## src/lcd_pkg.sv

```systemverilog
package lcd_pkg;

  // clk cycles per serial bit tick
  localparam int CLK_DIV = 4;
  // divider counter width, holds 0 .. CLK_DIV-1
  localparam int DIV_W = 3;

  // delay counter width and the two delays, in ticks
  localparam int DELAY_W = 8;
  localparam logic [DELAY_W-1:0] POWER_DELAY_TICKS = 8'd40;
  localparam logic [DELAY_W-1:0] CMD_DELAY_TICKS = 8'd24;

  // number of power-on commands in the init table
  localparam int INIT_LEN = 3;

  // panel opcodes used by this driver
  typedef enum logic [7:0] {
    SWRESET = 8'h01,
    SLPOUT  = 8'h11,
    INVOFF  = 8'h20,
    INVON   = 8'h21,
    DISPON  = 8'h29
  } lcd_opcode_e;

  typedef enum logic [2:0] {
    S_POWER_WAIT,
    S_SEND_INIT,
    S_INIT_WAIT,
    S_IDLE,
    S_HOST_SEND,
    S_HOST_ACK
  } seq_state_e;

  // one byte on the serial bus, is_cmd set drives rs_dc low
  typedef struct packed {
    logic       is_cmd;
    logic [7:0] data;
  } lcd_packet_t;

  // init table, SWRESET then SLPOUT then DISPON
  function automatic lcd_opcode_e init_opcode(input logic [1:0] idx);
    lcd_opcode_e op;
    case (idx)
      2'd0:    op = SWRESET;
      2'd1:    op = SLPOUT;
      default: op = DISPON;
    endcase
    return op;
  endfunction

endpackage

```

## src/lcd_timer.sv

```systemverilog
`timescale 1ns/10ps

module lcd_timer (
  input  logic                        clk,
  input  logic                        rst,
  input  logic                        delay_load,
  input  logic [lcd_pkg::DELAY_W-1:0] delay_ticks,
  output logic                        tick,
  output logic                        delay_done
);

  import lcd_pkg::*;

  // free-running divider position
  logic [DIV_W-1:0]   div_cnt;
  // remaining settle delay in ticks
  logic [DELAY_W-1:0] delay_cnt;

  // tick is a one-clk pulse, once per CLK_DIV clks
  always_ff @(posedge clk)
  begin
    if (rst)
    begin
      div_cnt <= '0;
      tick    <= 1'b0;
    end
    else
    begin
      if (div_cnt == DIV_W'(CLK_DIV - 1))
      begin
        div_cnt <= '0;
        tick    <= 1'b1;
      end
      else
      begin
        div_cnt <= div_cnt + 1'b1;
        tick    <= 1'b0;
      end
    end
  end

  // down-counter, starts with the power-on delay
  always_ff @(posedge clk)
  begin
    if (rst)
    begin
      delay_cnt <= POWER_DELAY_TICKS;
    end
    else if (delay_load)
    begin
      delay_cnt <= delay_ticks;
    end
    else if (tick && (delay_cnt != '0))
    begin
      // counts only on bit ticks, parks at zero
      delay_cnt <= delay_cnt - 1'b1;
    end
  end

  // level, high as long as the counter sits at zero
  assign delay_done = (delay_cnt == '0);

endmodule

```

## src/spi_shifter.sv

```systemverilog
`timescale 1ns/10ps

module spi_shifter (
  input  logic                 clk,
  input  logic                 rst,
  input  logic                 tick,
  input  logic                 tx_start,
  input  lcd_pkg::lcd_packet_t tx_pkt,
  output logic                 tx_busy,
  output logic                 sck,
  output logic                 data,
  output logic                 rs_dc,
  output logic                 cs
);

  import lcd_pkg::*;

  // byte held for the whole transfer
  lcd_packet_t pkt_q;
  // bit currently on the data pin
  logic [2:0]  bit_idx;
  // 0 while sck low, 1 while sck high
  logic        phase;
  // trailing low tick after bit 0, cs rises next
  logic        tail;

  always_ff @(posedge clk)
  begin
    if (rst)
    begin
      tx_busy <= 1'b0;
      cs      <= 1'b1;
      sck     <= 1'b0;
      data    <= 1'b0;
      rs_dc   <= 1'b0;
      bit_idx <= 3'd7;
      phase   <= 1'b0;
      tail    <= 1'b0;
    end
    else if (!tx_busy)
    begin
      // new byte only accepted between transfers
      if (tx_start)
      begin
        tx_busy <= 1'b1;
        bit_idx <= 3'd7;
        phase   <= 1'b0;
        tail    <= 1'b0;
      end
    end
    else if (tick)
    begin
      if (cs)
      begin
        // first tick, select the panel and set up the MSB
        cs    <= 1'b0;
        sck   <= 1'b0;
        rs_dc <= ~pkt_q.is_cmd;
        data  <= pkt_q.data[7];
      end
      else if (tail)
      begin
        // deselect, transfer over
        cs      <= 1'b1;
        tx_busy <= 1'b0;
        tail    <= 1'b0;
      end
      else if (!phase)
      begin
        // rising edge, panel samples here
        sck   <= 1'b1;
        phase <= 1'b1;
      end
      else
      begin
        // falling edge, bus only changes while sck is low
        sck   <= 1'b0;
        phase <= 1'b0;
        if (bit_idx == 3'd0)
        begin
          tail <= 1'b1;
        end
        else
        begin
          bit_idx <= bit_idx - 3'd1;
          data    <= pkt_q.data[bit_idx - 3'd1];
        end
      end
    end
  end

  // payload latch
  always_ff @(posedge clk)
  begin
    if (tx_start && !tx_busy)
    begin
      pkt_q <= tx_pkt;
    end
  end

endmodule

```

## src/lcd_sequencer.sv

```systemverilog
`timescale 1ns/10ps

module lcd_sequencer (
  input  logic                        clk,
  input  logic                        rst,
  input  logic                        tick,
  input  logic                        delay_done,
  input  logic                        tx_busy,
  input  logic                        host_req,
  input  lcd_pkg::lcd_packet_t        host_pkt,
  output logic                        delay_load,
  output logic [lcd_pkg::DELAY_W-1:0] delay_ticks,
  output logic                        tx_start,
  output lcd_pkg::lcd_packet_t        tx_pkt,
  output logic                        host_ack,
  output logic                        ready,
  output logic                        inv
);

  import lcd_pkg::*;

  seq_state_e state;
  // position in the init table
  logic [1:0] init_idx;
  // tx_start already issued for the current byte
  logic       tx_launched;
  // byte handed over earlier and shifter idle again
  logic       tx_done;
  logic       init_last;
  logic       send_state;

  assign send_state = (state == S_SEND_INIT) || (state == S_HOST_SEND);
  assign init_last  = (init_idx == 2'(INIT_LEN - 1));
  assign tx_done    = tx_launched && !tx_busy;

  // one pulse per byte, never while the shifter is busy
  assign tx_start = send_state && !tx_launched && !tx_busy;

  // settle delay armed as soon as an init command is out
  assign delay_load  = (state == S_SEND_INIT) && tx_done;
  assign delay_ticks = CMD_DELAY_TICKS;

  // host byte in host states, otherwise the current init command
  always_comb
  begin
    if (state == S_HOST_SEND)
    begin
      tx_pkt = host_pkt;
    end
    else
    begin
      tx_pkt.is_cmd = 1'b1;
      tx_pkt.data   = init_opcode(init_idx);
    end
  end

  always_ff @(posedge clk)
  begin
    if (rst)
    begin
      state       <= S_POWER_WAIT;
      init_idx    <= 2'd0;
      tx_launched <= 1'b0;
      host_ack    <= 1'b0;
      ready       <= 1'b0;
      inv         <= 1'b0;
    end
    else
    begin
      if (tx_start)
      begin
        tx_launched <= 1'b1;
      end
      case (state)
        S_POWER_WAIT:
        begin
          // steps on tick boundaries once the power-on delay is out
          if (tick && delay_done)
          begin
            state <= S_SEND_INIT;
          end
        end
        S_SEND_INIT:
        begin
          if (tx_done)
          begin
            tx_launched <= 1'b0;
            state       <= S_INIT_WAIT;
          end
        end
        S_INIT_WAIT:
        begin
          if (tick && delay_done)
          begin
            if (init_last)
            begin
              ready <= 1'b1;
              state <= S_IDLE;
            end
            else
            begin
              init_idx <= init_idx + 2'd1;
              state    <= S_SEND_INIT;
            end
          end
        end
        S_IDLE:
        begin
          // requests raised during init are picked up here
          if (host_req)
          begin
            state <= S_HOST_SEND;
          end
        end
        S_HOST_SEND:
        begin
          // inversion follows the command as it goes out
          if (tx_start && host_pkt.is_cmd)
          begin
            if (host_pkt.data == INVON)
            begin
              inv <= 1'b1;
            end
            else if (host_pkt.data == INVOFF)
            begin
              inv <= 1'b0;
            end
          end
          // ack one clk after cs is back high
          if (tx_done)
          begin
            tx_launched <= 1'b0;
            host_ack    <= 1'b1;
            state       <= S_HOST_ACK;
          end
        end
        S_HOST_ACK:
        begin
          // hold ack until the host lets go
          if (!host_req)
          begin
            host_ack <= 1'b0;
            state    <= S_IDLE;
          end
        end
        default:
        begin
          state <= S_POWER_WAIT;
        end
      endcase
    end
  end

endmodule

```

## src/lcd_top.sv

```systemverilog
`timescale 1ns/10ps

module lcd_top (
  input  logic                 clk,
  input  logic                 rst,
  input  logic                 host_req,
  input  lcd_pkg::lcd_packet_t host_pkt,
  output logic                 host_ack,
  output logic                 ready,
  output logic                 inv,
  output logic                 sck,
  output logic                 data,
  output logic                 rs_dc,
  output logic                 cs
);

  import lcd_pkg::*;

  // shared bit tick
  logic               tick;
  // settle delay control
  logic               delay_load;
  logic [DELAY_W-1:0] delay_ticks;
  logic               delay_done;
  // sequencer to shifter
  logic               tx_start;
  lcd_packet_t        tx_pkt;
  logic               tx_busy;

  lcd_timer timer0 (
    .clk         (clk),
    .rst         (rst),
    .delay_load  (delay_load),
    .delay_ticks (delay_ticks),
    .tick        (tick),
    .delay_done  (delay_done)
  );

  lcd_sequencer seq0 (
    .clk         (clk),
    .rst         (rst),
    .tick        (tick),
    .delay_done  (delay_done),
    .tx_busy     (tx_busy),
    .host_req    (host_req),
    .host_pkt    (host_pkt),
    .delay_load  (delay_load),
    .delay_ticks (delay_ticks),
    .tx_start    (tx_start),
    .tx_pkt      (tx_pkt),
    .host_ack    (host_ack),
    .ready       (ready),
    .inv         (inv)
  );

  // panel pins come straight from the shifter
  spi_shifter shift0 (
    .clk      (clk),
    .rst      (rst),
    .tick     (tick),
    .tx_start (tx_start),
    .tx_pkt   (tx_pkt),
    .tx_busy  (tx_busy),
    .sck      (sck),
    .data     (data),
    .rs_dc    (rs_dc),
    .cs       (cs)
  );

endmodule

```

## config.mk

```make
export PLATFORM = sky130hd
export DESIGN_NAME = lcd_top
export DESIGN_NICKNAME = d
export VERILOG_FILES = /design/src/lcd_pkg.sv /design/src/lcd_timer.sv /design/src/spi_shifter.sv /design/src/lcd_sequencer.sv /design/src/lcd_top.sv
export SDC_FILE = /design/constraint.sdc
export NUM_CORES = 1
export LEC_CHECK = 0
export ABC_CLOCK_PERIOD_IN_PS = 2130
export BUFFER_PORTS_ARGS = -buffer_cell sky130_fd_sc_hd__buf_2
export CORE_MARGIN = 1
export CORE_UTILIZATION = 58
export DETAILED_ROUTE_END_ITERATION = 10
export HOLD_SLACK_MARGIN = 0.03
export PLACE_DENSITY = 0.78
export SLEW_MARGIN = 20
export SYNTH_ARGS = -nofsm -noshare
export SYNTH_HDL_FRONTEND = slang
export SYNTH_SLANG_ARGS = --single-unit
```

## constraint.sdc

```tcl
create_clock -name clk -period 2.13 [get_ports clk]
set_input_delay 0.213 -clock clk [delete_from_list [all_inputs] [get_ports clk]]
set_output_delay 0.213 -clock clk [all_outputs]
set_load 0.05 [all_outputs]
```

==> reports/metrics.yaml <==
placed_design:
  port-buffer-count: 18
  gp_congestion: 0.861
  hpwl_mm: 2.91
  placed_cell_area_um2: 2220
  dp.cells: 280
power_and_ir_drop:
  p_per_area_nw_per_um2: 541
  finalPower_mw: 1.23
  switching_power_uw: 292
  clkPwrFrac_pct: 30.8
  combPwrFrac_pct: 5.2
  leakagePower_nw: 0.889
  swShare_pct: 23.7
  irDropWorstVdd_mv: 0.440
  p_seq_share_pct: 64.0
  p_int_uw: 938
sta:
  worst_pin_slew_ps: 543
  slew_headroom_pct: 63.7
  finalClockSkew_ps: 12.5
  hold_violations: 0
  rsz0062_at_grt: "no"
  setup-tns-final_ps: 0
  min_period_over_period_pct: 87.1
  hold_ws_ps: 117
  setup_violations: 0
  fmax_mhz: 539
  post-route-min-period_ps: 1860
  drv_slew: 0
setup_path:
  path_cells: "xnor2_1 > or4_1 > inv_1 > buf_4"
  slowest_stage: "or4_1"
  r2r-end: "shift0.pkt_q[0]"
  worstPathArrival_ps: 1930
  cp-end-kind: "register"
  startpoint_type: "register"
  critical_path_required_ps: 2200
  ff2ff_path_depth: 4
  critPathKind: "reg2reg"
  reg2reg_setup_slack_ps: 270
  r2r_start: "seq0.state[0]"
  max_stage_delay_ps: 550
  crit_fanout: 11
floorplan:
  die-area_um2: 3830
  start_util_pct: 61.4
  fp-row-count: 21
  core_area_um2: 3390
  die_w_um: 61.9
  ios: 19
  die_y_um: 61.9
clock_network:
  path_clk_slew_ps: 120
  cts_resized: 0
  cts_num_sinks: 40
  cts_root_buf: "clkbuf_4"
  numCtsBuffers: 5
  postCtsSetupBuffers: 0
  clk_latency_ps: 350
  cts-hold-fix-buffers: 0
  cts_tree: "done"
  htreeDepth: 2
  clockBufferDepth: 2
job:
  cap_violations: 0
synth:
  yosys_warnings: 0
  synth_cells: 221
  synth_top_area_share_pct: 29.8
  syn_area_per_cell_um2: 9.42
  syn_nets: 243
  netlist_top_cells_area: "dfxtp_1, edfxtp_1, ha_1"
  async_flop_share_pct: 0
  synth_cell_types: 52
  synth_ff_type: "dfxtp_1"
  yosysSeqAreaShare_pct: 42.8
  ys_ff_latch: 40
  synth_edf_count: 9
  netlist_area_um2: 2080
  yosys.area.top_type: "dfxtp_1"
layout:
  ff_latch_area_um2: 891
  instances_no_fill: 288
  multi_input_area_um2: 1080
  final_cell_area_um2: 2280
  n_fill_cell: 276
  syn_to_final_growth_pct: 9.38
  final_nets: 263
  num_antenna_cells: 0
  drive_gt1_share_pct: 16.1
global_route:
  grt_pass1_wl_mm: 6.59
  grt-ovfl-total: 0
  antenna_found_initial: 0
  grt_max_degree: 17
  grt_pass1_vias: 1421
  track_usage_pct: 23.8
worst_hold_path:
  whs_path_depth: 2
  min_to: "shift0.pkt_q[8]"
  hp-class: "in2reg"
  hp-start: "host_pkt[8]"
routing:
  dr.first_iter.drc_count: 86
  vias_per_cell: 5.77
  drc: 0
  drt_wl_total_mm: 3.97
  drt-pass1-iter-count: 4
  vias: 1662
  ant_nets: 0
  routedWlPerCell_um: 13.8
outcome:
  status: "completed"
synth_stat cells, types with 3 or more instances:
cell        n
and2_1      5
nor2_1     15
a21o_1      3
or3_1       3
dfxtp_1    31
o211ai_1    3
nand2_1    13
or4_1       4
xnor2_1     5
edfxtp_1    9
o2111ai_1   3
inv_1      14
clkbuf_1    8
ha_1       10
xor2_1      3
nand3_1     8
a21oi_1    13
nor3b_1     4
o21ai_0    10
nor2b_1     3
mux2i_1     4
o31ai_1     5
a22oi_1     3
nor3_1      6
registers in the layout, indices dropped and copies added, names as in the netlist:
name / cells
shift0.phase: 1
shift0.cs: 1
shift0.rs_dc: 1
seq0.host_ack: 1
shift0.bit_idx: 3
seq0.tx_launched: 1
shift0.data: 1
seq0.init_idx: 2
timer0.div_cnt: 3
seq0.inv: 1
timer0.tick: 1
timer0.delay_cnt: 8
shift0.tx_busy: 1
seq0.state: 3
shift0.tail: 1
shift0.pkt_q: 9
seq0.ready: 1
shift0.sck: 1
cell usage in the layout (no fill, tap or decap), types with 7 or more instances in the layout:
cell and n:
dfxtp_1 31, buf_2 18, nor2_1 15, inv_1 14, nand2_1 13, a21oi_1 13, o21ai_0 10, ha_1 10
edfxtp_1 9, nand3_1 8, buf_4 7
critical path: cells and delay by family, from the launching register on:
kind          cells  cell delay [ps]
simple gates      1              550
flops             1              530
buf+inv           2              380
xor+xnor          1              120
power by group through the flow:
stage	Combinational, mW	Clock, mW	Sequential [mW]
6_report	0.0640	0.378	0.788
5_1_grt	0.0727	0.422	0.790
2_1_floorplan	0.0395	0	0.804
3_3_place_gp	0.0635	0	0.805
3_5_place_dp	0.0643	0	0.805
4_1_cts	0.0646	0.386	0.788
final cells by class:
cell class                      instances  area share, %
Multi-Input combinational cell        154           47.3
Tap cell                               46           2.53
Timing Repair Buffer                   25           6.27
Sequential cell                        40           39.1
Clock inverter                          2          0.495
Clock buffer                            6           1.81
Inverter                               15           2.47
worst max path at each step:
| stage | startpoint | to | cells after the start | slack (ps) |
|---|---|---|---|---|
| after floorplan | seq0.state[2] | shift0.bit_idx[1] | 7 | 340 |
| after global placement | seq0.state[0] | shift0.pkt_q[1] | 4 | 320 |
| after detailed placement | seq0.state[0] | shift0.pkt_q[1] | 4 | 290 |
| after CTS | seq0.state[0] | shift0.pkt_q[0] | 4 | 270 |
| after global routing | seq0.state[0] | shift0.pkt_q[0] | 4 | 130 |
| final | seq0.state[0] | shift0.pkt_q[0] | 4 | 270 |
through the flow:
step | setup slack (ps) | utilization, %
after floorplan | 337 | -
after global placement | 323 | 65.6
after detailed placement | 295 | 65.6
after CTS | 269 | 67.1
after global routing | 126 | 67.1
final | 275 | 67.1
layer usage:
metal	GRT usage, %	routed length [µm]	share of wire [%]	vias to the layer above
met3	5.80	174	4.4	8
met5	0	0	0	-
met1	33.7	1990	50	760
li1	-	-	-	846
met4	8.57	65	1.6	0
met2	35.3	1750	44	48
cell families (layout without fill, tap and decap cells):
family / count (synthesis) / count (layout) / share of synthesized area (%)
AOI/OAI and AO/OA: 53 / 53 / 17.0
xor gates and xnor gates: 8 / 8 / 3.37
adders and majority gates: 10 / 10 / 6.01
buffers and inverters: 27 / 48 / 5.47
DFF: 40 / 40 / 42.8
muxes: 6 / 6 / 3.55
and+or+nand+nor: 77 / 77 / 21.8
Note: power is estimated with default switching activity, not from simulation.
